===== src/rtl/ptw_pkg.sv =====
package ptw_pkg;

    // Bus and address widths
    localparam int PTE_W    = 64;
    localparam int PPN_W    = 44;
    localparam int VA_W     = 39;
    localparam int PA_W     = 56;

    // One VPN slice indexes a 512 entry table
    localparam int VPN_W    = 9;
    localparam int PG_OFF_W = 12;

    // Table level that also serves as page size at the leaf
    localparam int LVL_W    = 2;

    localparam logic [LVL_W-1:0] LVL_1G = 2'd0;
    localparam logic [LVL_W-1:0] LVL_2M = 2'd1;
    localparam logic [LVL_W-1:0] LVL_4K = 2'd2;

    // PTE flag positions
    localparam int PTE_V     = 0;
    localparam int PTE_R     = 1;
    localparam int PTE_W_BIT = 2;
    localparam int PTE_X     = 3;
    localparam int PTE_U     = 4;
    localparam int PTE_G     = 5;
    localparam int PTE_A     = 6;
    localparam int PTE_D     = 7;

    // PPN sits between the flags and the reserved top bits
    localparam int PTE_PPN_LSB  = 10;
    localparam int PTE_RSVD_LSB = 54;

    // Fault cause codes
    localparam int CAUSE_W = 12;

    localparam logic [CAUSE_W-1:0] LOAD_PAGE_FAULT    = 12'd13;
    localparam logic [CAUSE_W-1:0] STORE_PAGE_FAULT   = 12'd15;
    // Memory returned an error on a PTE read
    localparam logic [CAUSE_W-1:0] PT_DATA_CORRUPTION = 12'd274;

endpackage


===== src/rtl/pte_if.sv =====
`timescale 1ns/1ps

interface pte_if
    import ptw_pkg::*;
();

    // Fetched PTE under evaluation
    logic [PTE_W-1:0]         pte;
    // Level the PTE was read from
    logic [LVL_W-1:0]         level;
    // All three VPN slices of the registered IOVA
    logic [VA_W-PG_OFF_W-1:0] vpn;
    // Access type of the walk
    logic                     is_store;

    // Walk controller side
    modport ctrl (
        output pte,
        output level,
        output vpn,
        output is_store
    );

    // PTE checker and address generator side
    modport eval (
        input  pte,
        input  level,
        input  vpn,
        input  is_store
    );

endinterface


===== src/rtl/pte_checker.sv =====
`timescale 1ns/1ps

module pte_checker
    import ptw_pkg::*;
(
    pte_if.eval  pte_i,
    output logic is_leaf_o,
    output logic pte_fault_o
);

    // PTE flags
    logic v_bit;
    logic r_bit;
    logic w_bit;
    logic x_bit;
    logic u_bit;
    logic a_bit;
    logic d_bit;

    logic [PPN_W-1:0] ppn;

    // Individual fault rules
    logic invalid;
    logic rsvd_set;
    logic misaligned;
    logic ptr_fault;
    logic leaf_fault;

    assign v_bit = pte_i.pte[PTE_V];
    assign r_bit = pte_i.pte[PTE_R];
    assign w_bit = pte_i.pte[PTE_W_BIT];
    assign x_bit = pte_i.pte[PTE_X];
    assign u_bit = pte_i.pte[PTE_U];
    assign a_bit = pte_i.pte[PTE_A];
    assign d_bit = pte_i.pte[PTE_D];

    assign ppn = pte_i.pte[PTE_RSVD_LSB-1:PTE_PPN_LSB];

    // Leaf as soon as any of R or X is set
    assign is_leaf_o = r_bit | x_bit;

    // Not valid or writable without being readable
    assign invalid = ~v_bit | (~r_bit & w_bit);

    // Top bits are reserved and must read as zero
    assign rsvd_set = |pte_i.pte[PTE_W-1:PTE_RSVD_LSB];

    // Superpage PPN must be aligned to its own size
    always_comb begin
        case (pte_i.level)
            LVL_1G:  misaligned = |ppn[2*VPN_W-1:0];
            LVL_2M:  misaligned = |ppn[VPN_W-1:0];
            default: misaligned = 1'b0;
        endcase
    end

    // Pointer needs A, D and U clear and cannot sit at the last level
    assign ptr_fault = a_bit | d_bit | u_bit | (pte_i.level == LVL_4K);

    // Leaf needs A and R, plus D when the access is a store
    assign leaf_fault = misaligned | ~a_bit | ~r_bit | (pte_i.is_store & ~d_bit);

    assign pte_fault_o = invalid | rsvd_set | (is_leaf_o ? leaf_fault : ptr_fault);

endmodule


===== src/rtl/next_addr_gen.sv =====
`timescale 1ns/1ps

module next_addr_gen
    import ptw_pkg::*;
(
    pte_if.eval              pte_i,
    output logic [PA_W-1:0]  next_addr_o,
    output logic [PA_W-1:0]  leaf_paddr_o
);

    logic [PPN_W-1:0] ppn;
    // VPN slice that indexes the next table
    logic [VPN_W-1:0] vpn_next;
    // PPN with the superpage bits taken from the VPN
    logic [PPN_W-1:0] leaf_ppn;

    assign ppn = pte_i.pte[PTE_RSVD_LSB-1:PTE_PPN_LSB];

    // Level 1 points to a 2M table, level 2 to a 4K table
    always_comb begin
        case (pte_i.level)
            LVL_1G:  vpn_next = pte_i.vpn[VPN_W +: VPN_W];
            default: vpn_next = pte_i.vpn[0 +: VPN_W];
        endcase
    end

    // Table base plus 8 byte entry index
    assign next_addr_o = {ppn, vpn_next, 3'b000};

    always_comb begin
        leaf_ppn = ppn;
        case (pte_i.level)
            // 1G page keeps VPN[1] and VPN[0]
            LVL_1G: begin
                leaf_ppn[2*VPN_W-1:0] = pte_i.vpn[2*VPN_W-1:0];
            end
            // 2M page keeps VPN[0]
            LVL_2M: begin
                leaf_ppn[VPN_W-1:0] = pte_i.vpn[VPN_W-1:0];
            end
            default: begin
                leaf_ppn = ppn;
            end
        endcase
    end

    // Page offset is filled in by the controller
    assign leaf_paddr_o = {leaf_ppn, {PG_OFF_W{1'b0}}};

endmodule


===== src/rtl/walk_ctrl.sv =====
`timescale 1ns/1ps

module walk_ctrl
    import ptw_pkg::*;
(
    input  logic               clk_i,
    input  logic               rst_ni,

    // Walk request handshake
    input  logic               walk_req_i,
    output logic               walk_ack_o,
    input  logic [VA_W-1:0]    iova_i,
    input  logic               is_store_i,
    input  logic [PPN_W-1:0]   root_ppn_i,

    // PTE read handshake
    output logic               mem_req_o,
    output logic [PA_W-1:0]    mem_addr_o,
    input  logic               mem_ack_i,
    input  logic [PTE_W-1:0]   mem_rdata_i,
    input  logic               mem_err_i,

    // PTE and context to the evaluators
    pte_if.ctrl                pte_o,

    // Evaluator results
    input  logic               is_leaf_i,
    input  logic               pte_fault_i,
    input  logic [PA_W-1:0]    next_addr_i,
    input  logic [PA_W-1:0]    leaf_paddr_i,

    // Walk result
    output logic               fault_o,
    output logic [CAUSE_W-1:0] cause_o,
    output logic [PA_W-1:0]    paddr_o,
    output logic [LVL_W-1:0]   page_size_o,
    output logic               global_o
);

    typedef enum logic [2:0] {
        IDLE,
        MEM_REQ,
        MEM_WAIT_LOW,
        EVAL,
        DONE
    } state_e;

    state_e state_q;

    // Control registers
    logic [LVL_W-1:0]   level_q;
    logic               global_q;
    logic               fault_q;

    // Walk payload
    logic [VA_W-1:0]    iova_q;
    logic               is_store_q;
    logic [PA_W-1:0]    addr_q;
    logic [PTE_W-1:0]   pte_q;
    logic               err_q;
    logic [CAUSE_W-1:0] cause_q;
    logic [PA_W-1:0]    paddr_q;
    logic [LVL_W-1:0]   size_q;

    // EVAL outcome
    logic               walk_fault;
    logic               walk_leaf;
    logic [CAUSE_W-1:0] cause_n;

    // Memory error wins over any PTE rule
    assign walk_fault = err_q | pte_fault_i;
    assign walk_leaf  = ~walk_fault & is_leaf_i;

    always_comb begin
        if (err_q) begin
            cause_n = PT_DATA_CORRUPTION;
        end else if (is_store_q) begin
            cause_n = STORE_PAGE_FAULT;
        end else begin
            cause_n = LOAD_PAGE_FAULT;
        end
    end

    // State, level and result flags
    always_ff @(posedge clk_i or negedge rst_ni) begin
        if (!rst_ni) begin
            state_q  <= IDLE;
            level_q  <= LVL_1G;
            global_q <= 1'b0;
            fault_q  <= 1'b0;
        end else begin
            case (state_q)
                IDLE: begin
                    if (walk_req_i) begin
                        state_q  <= MEM_REQ;
                        level_q  <= LVL_1G;
                        global_q <= 1'b0;
                        fault_q  <= 1'b0;
                    end
                end
                MEM_REQ: begin
                    if (mem_ack_i) begin
                        state_q <= MEM_WAIT_LOW;
                    end
                end
                // Memory must release its ack before the PTE is used
                MEM_WAIT_LOW: begin
                    if (!mem_ack_i) begin
                        state_q <= EVAL;
                    end
                end
                EVAL: begin
                    // G bit only counts when the read succeeded
                    if (!err_q) begin
                        global_q <= global_q | pte_q[PTE_G];
                    end
                    if (walk_fault || walk_leaf) begin
                        state_q <= DONE;
                        fault_q <= walk_fault;
                    end else begin
                        state_q <= MEM_REQ;
                        level_q <= level_q + LVL_W'(1);
                    end
                end
                // Hold the result until the requester lets go
                DONE: begin
                    if (!walk_req_i) begin
                        state_q <= IDLE;
                    end
                end
                default: begin
                    state_q <= IDLE;
                end
            endcase
        end
    end

    // Request context, fetched PTE and result data
    always_ff @(posedge clk_i) begin
        if (state_q == IDLE && walk_req_i) begin
            iova_q     <= iova_i;
            is_store_q <= is_store_i;
            // Level 1 entry indexed by VPN[2]
            addr_q     <= {root_ppn_i, iova_i[VA_W-1:PG_OFF_W+2*VPN_W], 3'b000};
        end
        if (state_q == MEM_REQ && mem_ack_i) begin
            pte_q <= mem_rdata_i;
            err_q <= mem_err_i;
        end
        if (state_q == EVAL) begin
            addr_q  <= next_addr_i;
            cause_q <= cause_n;
            size_q  <= level_q;
            if (walk_leaf) begin
                paddr_q <= leaf_paddr_i | {{(PA_W-PG_OFF_W){1'b0}}, iova_q[PG_OFF_W-1:0]};
            end else begin
                paddr_q <= '0;
            end
        end
    end

    assign pte_o.pte      = pte_q;
    assign pte_o.level    = level_q;
    assign pte_o.vpn      = iova_q[VA_W-1:PG_OFF_W];
    assign pte_o.is_store = is_store_q;

    assign mem_req_o  = (state_q == MEM_REQ);
    assign mem_addr_o = addr_q;
    assign walk_ack_o = (state_q == DONE);

    assign fault_o     = fault_q;
    assign cause_o     = cause_q;
    assign paddr_o     = paddr_q;
    assign page_size_o = size_q;
    assign global_o    = global_q;

endmodule


===== src/rtl/ptw_top.sv =====
`timescale 1ns/1ps

module ptw_top
    import ptw_pkg::*;
(
    input  logic               clk_i,
    input  logic               rst_ni,

    // Walk request and result
    input  logic               walk_req_i,
    output logic               walk_ack_o,
    input  logic [VA_W-1:0]    iova_i,
    input  logic               is_store_i,
    input  logic [PPN_W-1:0]   root_ppn_i,

    // PTE memory read port
    output logic               mem_req_o,
    output logic [PA_W-1:0]    mem_addr_o,
    input  logic               mem_ack_i,
    input  logic [PTE_W-1:0]   mem_rdata_i,
    input  logic               mem_err_i,

    output logic               fault_o,
    output logic [CAUSE_W-1:0] cause_o,
    output logic [PA_W-1:0]    paddr_o,
    output logic [LVL_W-1:0]   page_size_o,
    output logic               global_o
);

    // Evaluator results back to the controller
    logic            is_leaf;
    logic            pte_fault;
    logic [PA_W-1:0] next_addr;
    logic [PA_W-1:0] leaf_paddr;

    // Fetched PTE shared by both evaluators
    pte_if u_pte_if ();

    walk_ctrl u_walk_ctrl (
        .clk_i        (clk_i),
        .rst_ni       (rst_ni),
        .walk_req_i   (walk_req_i),
        .walk_ack_o   (walk_ack_o),
        .iova_i       (iova_i),
        .is_store_i   (is_store_i),
        .root_ppn_i   (root_ppn_i),
        .mem_req_o    (mem_req_o),
        .mem_addr_o   (mem_addr_o),
        .mem_ack_i    (mem_ack_i),
        .mem_rdata_i  (mem_rdata_i),
        .mem_err_i    (mem_err_i),
        .pte_o        (u_pte_if.ctrl),
        .is_leaf_i    (is_leaf),
        .pte_fault_i  (pte_fault),
        .next_addr_i  (next_addr),
        .leaf_paddr_i (leaf_paddr),
        .fault_o      (fault_o),
        .cause_o      (cause_o),
        .paddr_o      (paddr_o),
        .page_size_o  (page_size_o),
        .global_o     (global_o)
    );

    pte_checker u_pte_checker (
        .pte_i       (u_pte_if.eval),
        .is_leaf_o   (is_leaf),
        .pte_fault_o (pte_fault)
    );

    next_addr_gen u_next_addr_gen (
        .pte_i        (u_pte_if.eval),
        .next_addr_o  (next_addr),
        .leaf_paddr_o (leaf_paddr)
    );

endmodule


===== config.mk =====
export PLATFORM = sky130hd
export DESIGN_NAME = ptw_top
export DESIGN_NICKNAME = d
export VERILOG_FILES = /design/src/rtl/ptw_pkg.sv /design/src/rtl/pte_if.sv /design/src/rtl/pte_checker.sv /design/src/rtl/next_addr_gen.sv /design/src/rtl/walk_ctrl.sv /design/src/rtl/ptw_top.sv
export SDC_FILE = /design/constraint.sdc
export NUM_CORES = 1
export LEC_CHECK = 0
export BUFFER_PORTS_ARGS = -buffer_cell sky130_fd_sc_hd__buf_2
export CAP_MARGIN = 25
export CORE_ASPECT_RATIO = 1.25
export CORE_MARGIN = 1
export CORE_UTILIZATION = 50
export CTS_CLUSTER_DIAMETER = 150
export DETAILED_ROUTE_END_ITERATION = 8
export PLACE_DENSITY = 0.84
export SYNTH_ARGS = -nofsm -noshare
export SYNTH_HDL_FRONTEND = slang
export SYNTH_SLANG_ARGS = --single-unit
export TNS_END_PERCENT = 5

===== constraint.sdc =====
create_clock -name clk_i -period 3.59 [get_ports clk_i]
set_input_delay 0.718 -clock clk_i [delete_from_list [all_inputs] [get_ports clk_i]]
set_output_delay 0.718 -clock clk_i [all_outputs]
set_load 0.01 [all_outputs]

==> metrics.md, run 1 <==
| Metric | Value |
|---|---|
| Drc violations | `0` |
| Critical path class | `reg2reg` |
| Syn. warnings | `0` |
| Layout cells sized above 1 | `37.4%` |
| Vias | `5215` |
| Post-CTS setup buffer count | `0` |
| Hold buffer count at CTS | `0` |
| ANT nets after route | `0` |
| Total CTS buffers | `21` |
| Total power | `7.13 mW` |
| PwrDens | `690 nW/um^2` |
| CP max-delay cell | `nand4b_2` |
| Num ports | `283` |
| WL final | `about 18000 microns` |
| Crit path required time | `3.90 ns` |
| Critical Path Fanout Max | `18` |
| Clock Path Buffers | `3` |
| Routed WL per cell | `16.9 microns` |
| Seq cells post-synth | `215` |
| Top_reg_cell synth | `edfxtp_1` |
| Starting Density | `between 50 and 60%` |
| Worst reg2reg startpoint | `u_walk_ctrl.pte_o.level[0]` |
| Vias per cell | `4.94` |
| Crit start category | `flop` |
| Worst vdd ir | `454 uV` |
| Biggest area consumer among synthesized cells | `edfxtp_1` |
| CTS tree | `yes` |
| Total track usage | `20.9%` |
| Register area share after synthesis | `78.9%` |
| Worst-path cell chain | `inv_1 -> ha_1 -> nor2_2 -> a31oi_1 -> o21ai_2 -> nand4b_2 -> a21oi_1` |
| CTS Root Cell | `clkbuf_16` |
| Finished Layout Cells | `1056` |
| Endpoints failing hold | `0` |
| Reg2reg end | `u_walk_ctrl.paddr_o[13]` |
| Worst endpoint data arrival time | `2.71 ns` |
| Multi-input gate area | `between 1500 and 2000 sq um` |
| Async set or reset register ratio after synthesis | `3.26%` |
| Slew Viols, Final | `0` |
| Clock sink total | `215` |
| Max cap viols | `0` |
| Status | `finished, final reports clean` |
| Maximum number of pins on one net before global-route repair | `61` |
| Depth of the most critical reg-to-reg path | `7` |
| Slew headroom | `between 40% and 50%` |
| WHS | `0.0628 ns` |
| Total die area | `16800 sq um` |
| Final Net Count | `985` |
| Top delay family on crit path | `simple AND/OR/NAND/NOR gates` |
| Setup Viol. Count Final | `0` |
| Post-Syn Instances | `about 550` |
| Setup TNS | `0 ns` |
| Mean Syn Cell Area | `14.8 sq um` |
| Vias in the first global route | `roughly 5000` |
| Top post-synthesis cells by area | `edfxtp_1 (77%), nand2_1 (7.6%), and2_1 (3.0%)` |
| Clock period minus worst slack | `2.39 ns` |
| Worst Setup End Kind | `flop` |
| HPWL after DPL | `12800 microns` |
| Area share of the largest cell type after synthesis | `76.8%` |
| Area delta synth->final | `27.0%` |
| Total core area | `roughly 16000 sq um` |
| Worst min path class | `in2async` |
| RSZ-0062 raised after global routing | `false` |
| Placed cells | `1018` |
| Port bufs | `271` |
| Die Ht | `roughly 140 microns` |
| Die width | `116 microns` |
| Antenna violations before repair | `1` |
| Buffers & Inverters on Critical Path | `1` |
| Fill cells | `1156` |
| Placer Congestion | `between 0.8 and 0.9` |
| Worst Max-Slew Pin Slew | `0.806 ns` |
| Drt pass-1 iters | `5` |
| Netlist cell types | `38` |
| Global route total overflow | `0` |
| Reg clk slew, reported paths | `0.06 ns` |
| CP max stage delay | `between 0.4 and 0.5 ns` |
| R2R Setup Slk | `1.20 ns` |
| Num rows | `between 50 and 60` |
| Max Clock Freq | `418 MHz` |
| Max Clock Skew | `0.0108 ns` |
| CTS-repair resized insts | `0` |
| FF+latch area | `between 6000 and 7000 sq um` |
| Later-pin clock latency in the skew report | `just under 0.5 ns` |
| First-pass GRT wire length | `26200 microns` |
| Lkg Pwr | `4.49 nW` |
| Period utilization | `66.6%` |
| 1st-iter DRT viols | `between 300 and 400` |
| CTS HTree Levels | `1` |
| EDFF count, synth | `208` |
| Synthesized area | `between 8000 and 9000 sq um` |
## power by group
group          internal (mW)  leakage (nW)  switching (mW)
clock                   1.22         0.313           0.862
sequential              3.51          2.05           0.196
combinational          0.437          2.12           0.914
total                   5.16          4.49            1.97
## worst reg2reg max path, delay by kind of cell, from the launching register on
family / cells / cell delay (ns)
and+or+nand+nor: 2 / 0.80
AOI/OAI and AO/OA: 3 / 0.66
DFF: 1 / 0.43
adders and majority gates: 1 / 0.24
buffers and inverters: 1 / 0.09
## worst max path at each step
stage | start | end | slack [ns] | cells after the start
after floorplan | u_walk_ctrl.state_q[0] | u_walk_ctrl.cause_o[1] | 0.53 | 4
after global placement | walk_req_i | u_walk_ctrl.iova_q[0] | 1.14 | 5
after detailed placement | walk_req_i | u_walk_ctrl.iova_q[1] | 1.11 | 5
after CTS | u_walk_ctrl.pte_o.level[0] | u_walk_ctrl.paddr_o[13] | 1.22 | 7
after global routing | u_walk_ctrl.pte_o.level[0] | u_walk_ctrl.paddr_o[13] | 1.01 | 7
final | u_walk_ctrl.pte_o.level[0] | u_walk_ctrl.paddr_o[13] | 1.20 | 7
## metrics by stage
step	utilization, %	worst slack, ns	cell area (sq um)
6_report	65.6	1.20	10300
5_1_grt	65.6	1.01	10300
4_1_cts	65.6	1.22	10300
3_5_place_dp	61.5	1.11	9690
3_3_place_gp	61.5	1.14	9690
2_1_floorplan	-	0.529	8170
## synthesized netlist by cell type (2+ instances only)
cell      count
dfrtp_1       7
nand2_1     164
nand4_1       2
ha_1          3
nand2b_1      3
inv_1         7
buf_1         3
nor3_1        3
buf_6         3
edfxtp_1    208
nand3_1       2
mux2i_1      19
a21oi_1      11
buf_4        12
a31oi_1       2
nor4_1        5
buf_2         4
clkbuf_1      9
nor3b_1       2
o21ai_0      11
and2_1       39
nor2_1       16
## routing by layer
layer	wire (microns)	track usage, %	vias up
li1	-	-	2476
met1	6500	24.2	2423
met2	9340	37.0	263
met3	1300	4.19	53
met4	734	9.72	0
met5	0	0	-
## flip-flops by register name (all words and copies together), names as in the netlist
signal                      cells
u_walk_ctrl.fault_o             1
u_walk_ctrl.pte_o.is_store      1
u_walk_ctrl.cause_o             3
u_walk_ctrl.iova_q             30
u_walk_ctrl.pte_o.level         2
u_walk_ctrl.paddr_o            56
u_walk_ctrl.pte_o.pte          62
u_walk_ctrl.global_o            1
u_walk_ctrl.page_size_o         2
u_walk_ctrl.state_q             3
u_walk_ctrl.err_q               1
u_walk_ctrl.mem_addr_o         53
## logic make-up (layout without fill, tap and decap cells)
group / count (synthesis) / count (layout) / synth area share (%)
AND/OR/NAND/NOR: 244 / 244 / 13.4
flip-flops: 215 / 215 / 78.9
buffers and inverters: 39 / 323 / 2.71
AO/OA/AOI/OAI: 29 / 29 / 2.03
multiplexers: 20 / 20 / 2.48
adder cells (fa/ha/maj): 3 / 3 / 0.461
other: 1 / 10 / 0.0461
## layout by cell type, fill, tap and decap left out, types with 7 or more instances in the layout
| cell type | Yosys | layout |
|---|---|---|
| dfrtp_1 | 7 | 7 |
| clkbuf_16 | 0 | 21 |
| and2_1 | 39 | 38 |
| edfxtp_1 | 208 | 208 |
| mux2i_1 | 19 | 19 |
| a21oi_1 | 11 | 11 |
| conb_1 | 1 | 9 |
| buf_2 | 4 | 271 |
| o21ai_0 | 11 | 11 |
| nand2_1 | 164 | 163 |
| nor2_1 | 16 | 16 |
## layout make-up
type,instances,share of cell area (%)
Antenna cell,1,0.0242
Clock buffer,26,5.27
Clock inverter,11,0.981
Inverter,7,0.278
Multi-Input combinational cell,305,14.8
Sequential cell,215,62.1
Tap cell,212,2.57
Timing Repair Buffer,279,13.9
Power figures use the tool's default switching activity.
==> inputs of run 2 (changes only) <==
Settings changed: CORE_UTILIZATION 50 to 45, PLACE_DENSITY 0.84 to 0.8.
Clock period 3.59 ns to 2.1 ns, I/O delays scaled along.
==> run 2 against run 1 <==
Fmax up 19%. Sequential share of layout area decreased by 0.74 points. Combinational power up 79%. Wire length increased by 1.2%. Hold slack gained 0.045 ns. Via count shrank 0.52%. Critical path depth up 1. Critical path type unchanged. Setup slack got worse by 1.1 ns. Cell count up 1.9%. Total power up 72%. First-iteration DRC count down 13%. Highest routed layer unchanged. Count of clock-buffer cells in the layout grew 3.
==> metrics.md, run 2 (synthesized netlist as in run 1, its figures left out) <==
| Metric | Value |
|---|---|
| Worst vdd ir | `706 uV (+55%)` |
| Num ports | `283 (unchanged)` |
| Drc violations | `0 (unchanged)` |
| Final Net Count | `994 (+0.91%)` |
| Port bufs | `271 (unchanged)` |
| First-pass GRT wire length | `27200 microns (+3.8%)` |
| Post-route setup slack | `0.0972 ns (-1.10 ns)` |
| Worst endpoint data arrival time | `2.23 ns (-0.48 ns)` |
| CP max-delay cell | `dfrtp_1` |
| Clock period minus worst slack | `2.00 ns (-0.389 ns)` |
| Post-layout util | `59.5% (-6.0 points)` |
| Num rows | `54 (+5.9%)` |
| Hold_sp | `mem_rdata_i[38]` |
| PwrDens | `1170 nW/um^2 (+70%)` |
| Slew Viols, Final | `0 (unchanged)` |
| Vias | `5188 (-0.52%)` |
| Total track usage | `19.1% (-1.8 points)` |
| Lkg Pwr | `4.55 nW (+1.3%)` |
| Routed WL per cell | `16.8 microns (-0.64%)` |
| Final instance area | `10500 sq um (+1.2%)` |
| Period utilization | `95.4% (+29 points)` |
| WL final | `18100 microns (+1.2%)` |
| Worst Setup End Kind | `flop` |
| Fill cells | `1381 (+19%)` |
| Worst min path class | `in2reg` |
| Buffers & Inverters on Critical Path | `2 (+1)` |
| Starting Density | `46.3% (-5.3 points)` |
| Max cap viols | `0 (unchanged)` |
| Crit path required time | `2.33 ns (-1.57 ns)` |
| Die Ht | `152 microns (+5.3%)` |
| Total CTS buffers | `21 (unchanged)` |
| Total core area | `17600 sq um (+11%)` |
| Endpoints failing hold | `0 (unchanged)` |
| Total die area | `18600 sq um (+11%)` |
| R2R Setup Slk | `0.1 ns (-1.10 ns)` |
| CTS HTree Levels | `1 (unchanged)` |
| Placer Congestion | `0.790 (-3.2%)` |
| HPWL after DPL | `13300 microns (+4.2%)` |
| Max Clock Freq | `499 MHz (+19%)` |
| ANT nets after route | `0 (unchanged)` |
| Drt pass-1 iters | `4 (-1)` |
| Vias per cell | `4.82 (-2.4%)` |
| Reg2reg end | `u_walk_ctrl.paddr_o[34]` |
| CP max stage delay | `0.40 ns (-0.07 ns)` |
| Later-pin clock latency in the skew report | `0.48 ns (about the same)` |
| Global route total overflow | `0 (unchanged)` |
| 1st-iter DRT viols | `315 (-13%)` |
| Hold path endpoint | `u_walk_ctrl.pte_o.pte[38]` |
| Worst reg2reg startpoint | `u_walk_ctrl.pte_o.level[1]` |
| Layout cells sized above 1 | `38.0% (+0.66 points)` |
| Vias in the first global route | `5255 (+2.4%)` |
| Worst Hold Depth | `1` |
| Critical path class | `reg2reg` |
| Clock Path Buffers | `3 (unchanged)` |
| Ant diodes | `0 (-1)` |
| Maximum number of pins on one net before global-route repair | `61 (unchanged)` |
| Most common cell after layout, fill and taps aside | `buf_2` |
| Area post-placement | `9800 sq um (+1.2%)` |
| CTS Root Cell | `clkbuf_16` |
| Max Clock Skew | `0.0105 ns (-0.000334 ns)` |
| RSZ-0062 raised after global routing | `false` |
| Top delay family on crit path | `simple AND/OR/NAND/NOR gates` |
| Reg clk slew, reported paths | `0.06 ns (about the same)` |
| Clock sink total | `215 (unchanged)` |
| Die width | `122 microns (+5.3%)` |
| Pre-CTS setup slack | `0.0725 ns (-1.04 ns)` |
| Max reg flops | `62 (unchanged)` |
| Commonest non-fill, non-tap cells in the layout | `buf_2 (271), edfxtp_1 (208), nand2_1 (163)` |
| Worst-path cell chain | `inv_1 -> ha_1 -> nor2_2 -> a31oi_1 -> o21ai_2 -> and4b_2 -> buf_12 -> and2_1` |
| Setup TNS | `0 ns (unchanged)` |
| Crit start category | `flop` |
| Setup Viol. Count Final | `0 (unchanged)` |
| Critical Path Fanout Max | `38 (+20)` |
| Depth of the most critical reg-to-reg path | `8 (+1)` |
| Status | `finished, final reports clean` |
| Antenna violations before repair | `0 (-1)` |
| Area delta synth->final | `28.5%` |
| CTS tree | `yes` |
run 2: worst max-delay path by stage:
stage / endpoint / cells past startpoint / slack (ns) / startpoint
after floorplan: u_walk_ctrl.mem_addr_o[10] / 5 / -0.63 / u_walk_ctrl.state_q[1]
after global placement: u_walk_ctrl.paddr_o[44] / 7 / 0.11 / u_walk_ctrl.pte_o.level[1]
after detailed placement: u_walk_ctrl.paddr_o[43] / 7 / 0.07 / u_walk_ctrl.pte_o.level[1]
after CTS: u_walk_ctrl.paddr_o[34] / 7 / 0.05 / u_walk_ctrl.pte_o.level[1]
after global routing: u_walk_ctrl.paddr_o[6] / 8 / 0.01 / u_walk_ctrl.pte_o.level[1]
final: u_walk_ctrl.paddr_o[34] / 8 / 0.1 / u_walk_ctrl.pte_o.level[1]
run 2: layout make-up:
class,count,area [sq um],area share [%]
clock inverters,8,65.1,0.622
inverters,7,28.8,0.275
multi-input cells,305,1530,14.6
clock buffers,29,577,5.51
well taps,224,280,2.68
flip-flops and latches,215,6420,61.4
repair buffers,288,1560,14.9
run 2: timing repair:
| action | CTS | global route |
|---|---|---|
| hold buffers | 1 | 0 |
| gates resized for setup | 0 | 3 |
| hold endpoints to repair | 7 | 0 |
| buffers inserted | 0 | 0 |
| endpoints found under the setup margin | 0 | 56 |
run 2: power by group:
group | internal, mW | switching [mW] | leakage, nW
combinational | 0.825 | 1.59 | 2.18
sequential | 5.98 | 0.334 | 2.05
clock | 2.05 | 1.47 | 0.314
run 2: worst register-to-register path: cells and delay by family (launching register included):
family,cells,cell delay [ns]
buffers and inverters,2,0.28
adder cells (fa/ha/maj),1,0.22
AND/OR/NAND/NOR,3,0.50
flip-flops,1,0.40
AO/OA/AOI/OAI,2,0.35
run 2: metrics by stage:
step | hold WS (ns) | power (mW) | instances
final | 0.108 | 12.2 | 1076
after global placement | 0.260 | 8.76 | 1038
after global routing | 0.0897 | 12.8 | 1076
after CTS | 0.0920 | 12.4 | 1076
after detailed placement | 0.263 | 8.87 | 1038
after floorplan | 0.124 | 7.62 | 559
run 2: metal layers:
layer	global-route usage [%]	vias up	part of all wire, %	wire length (microns)
met2	34.6	236	52	9350
met1	21.1	2426	37	6660
met4	4.99	0	1.6	292
met3	6.40	25	9.9	1800
li1	-	2501	-	-
met5	0	-	0	0
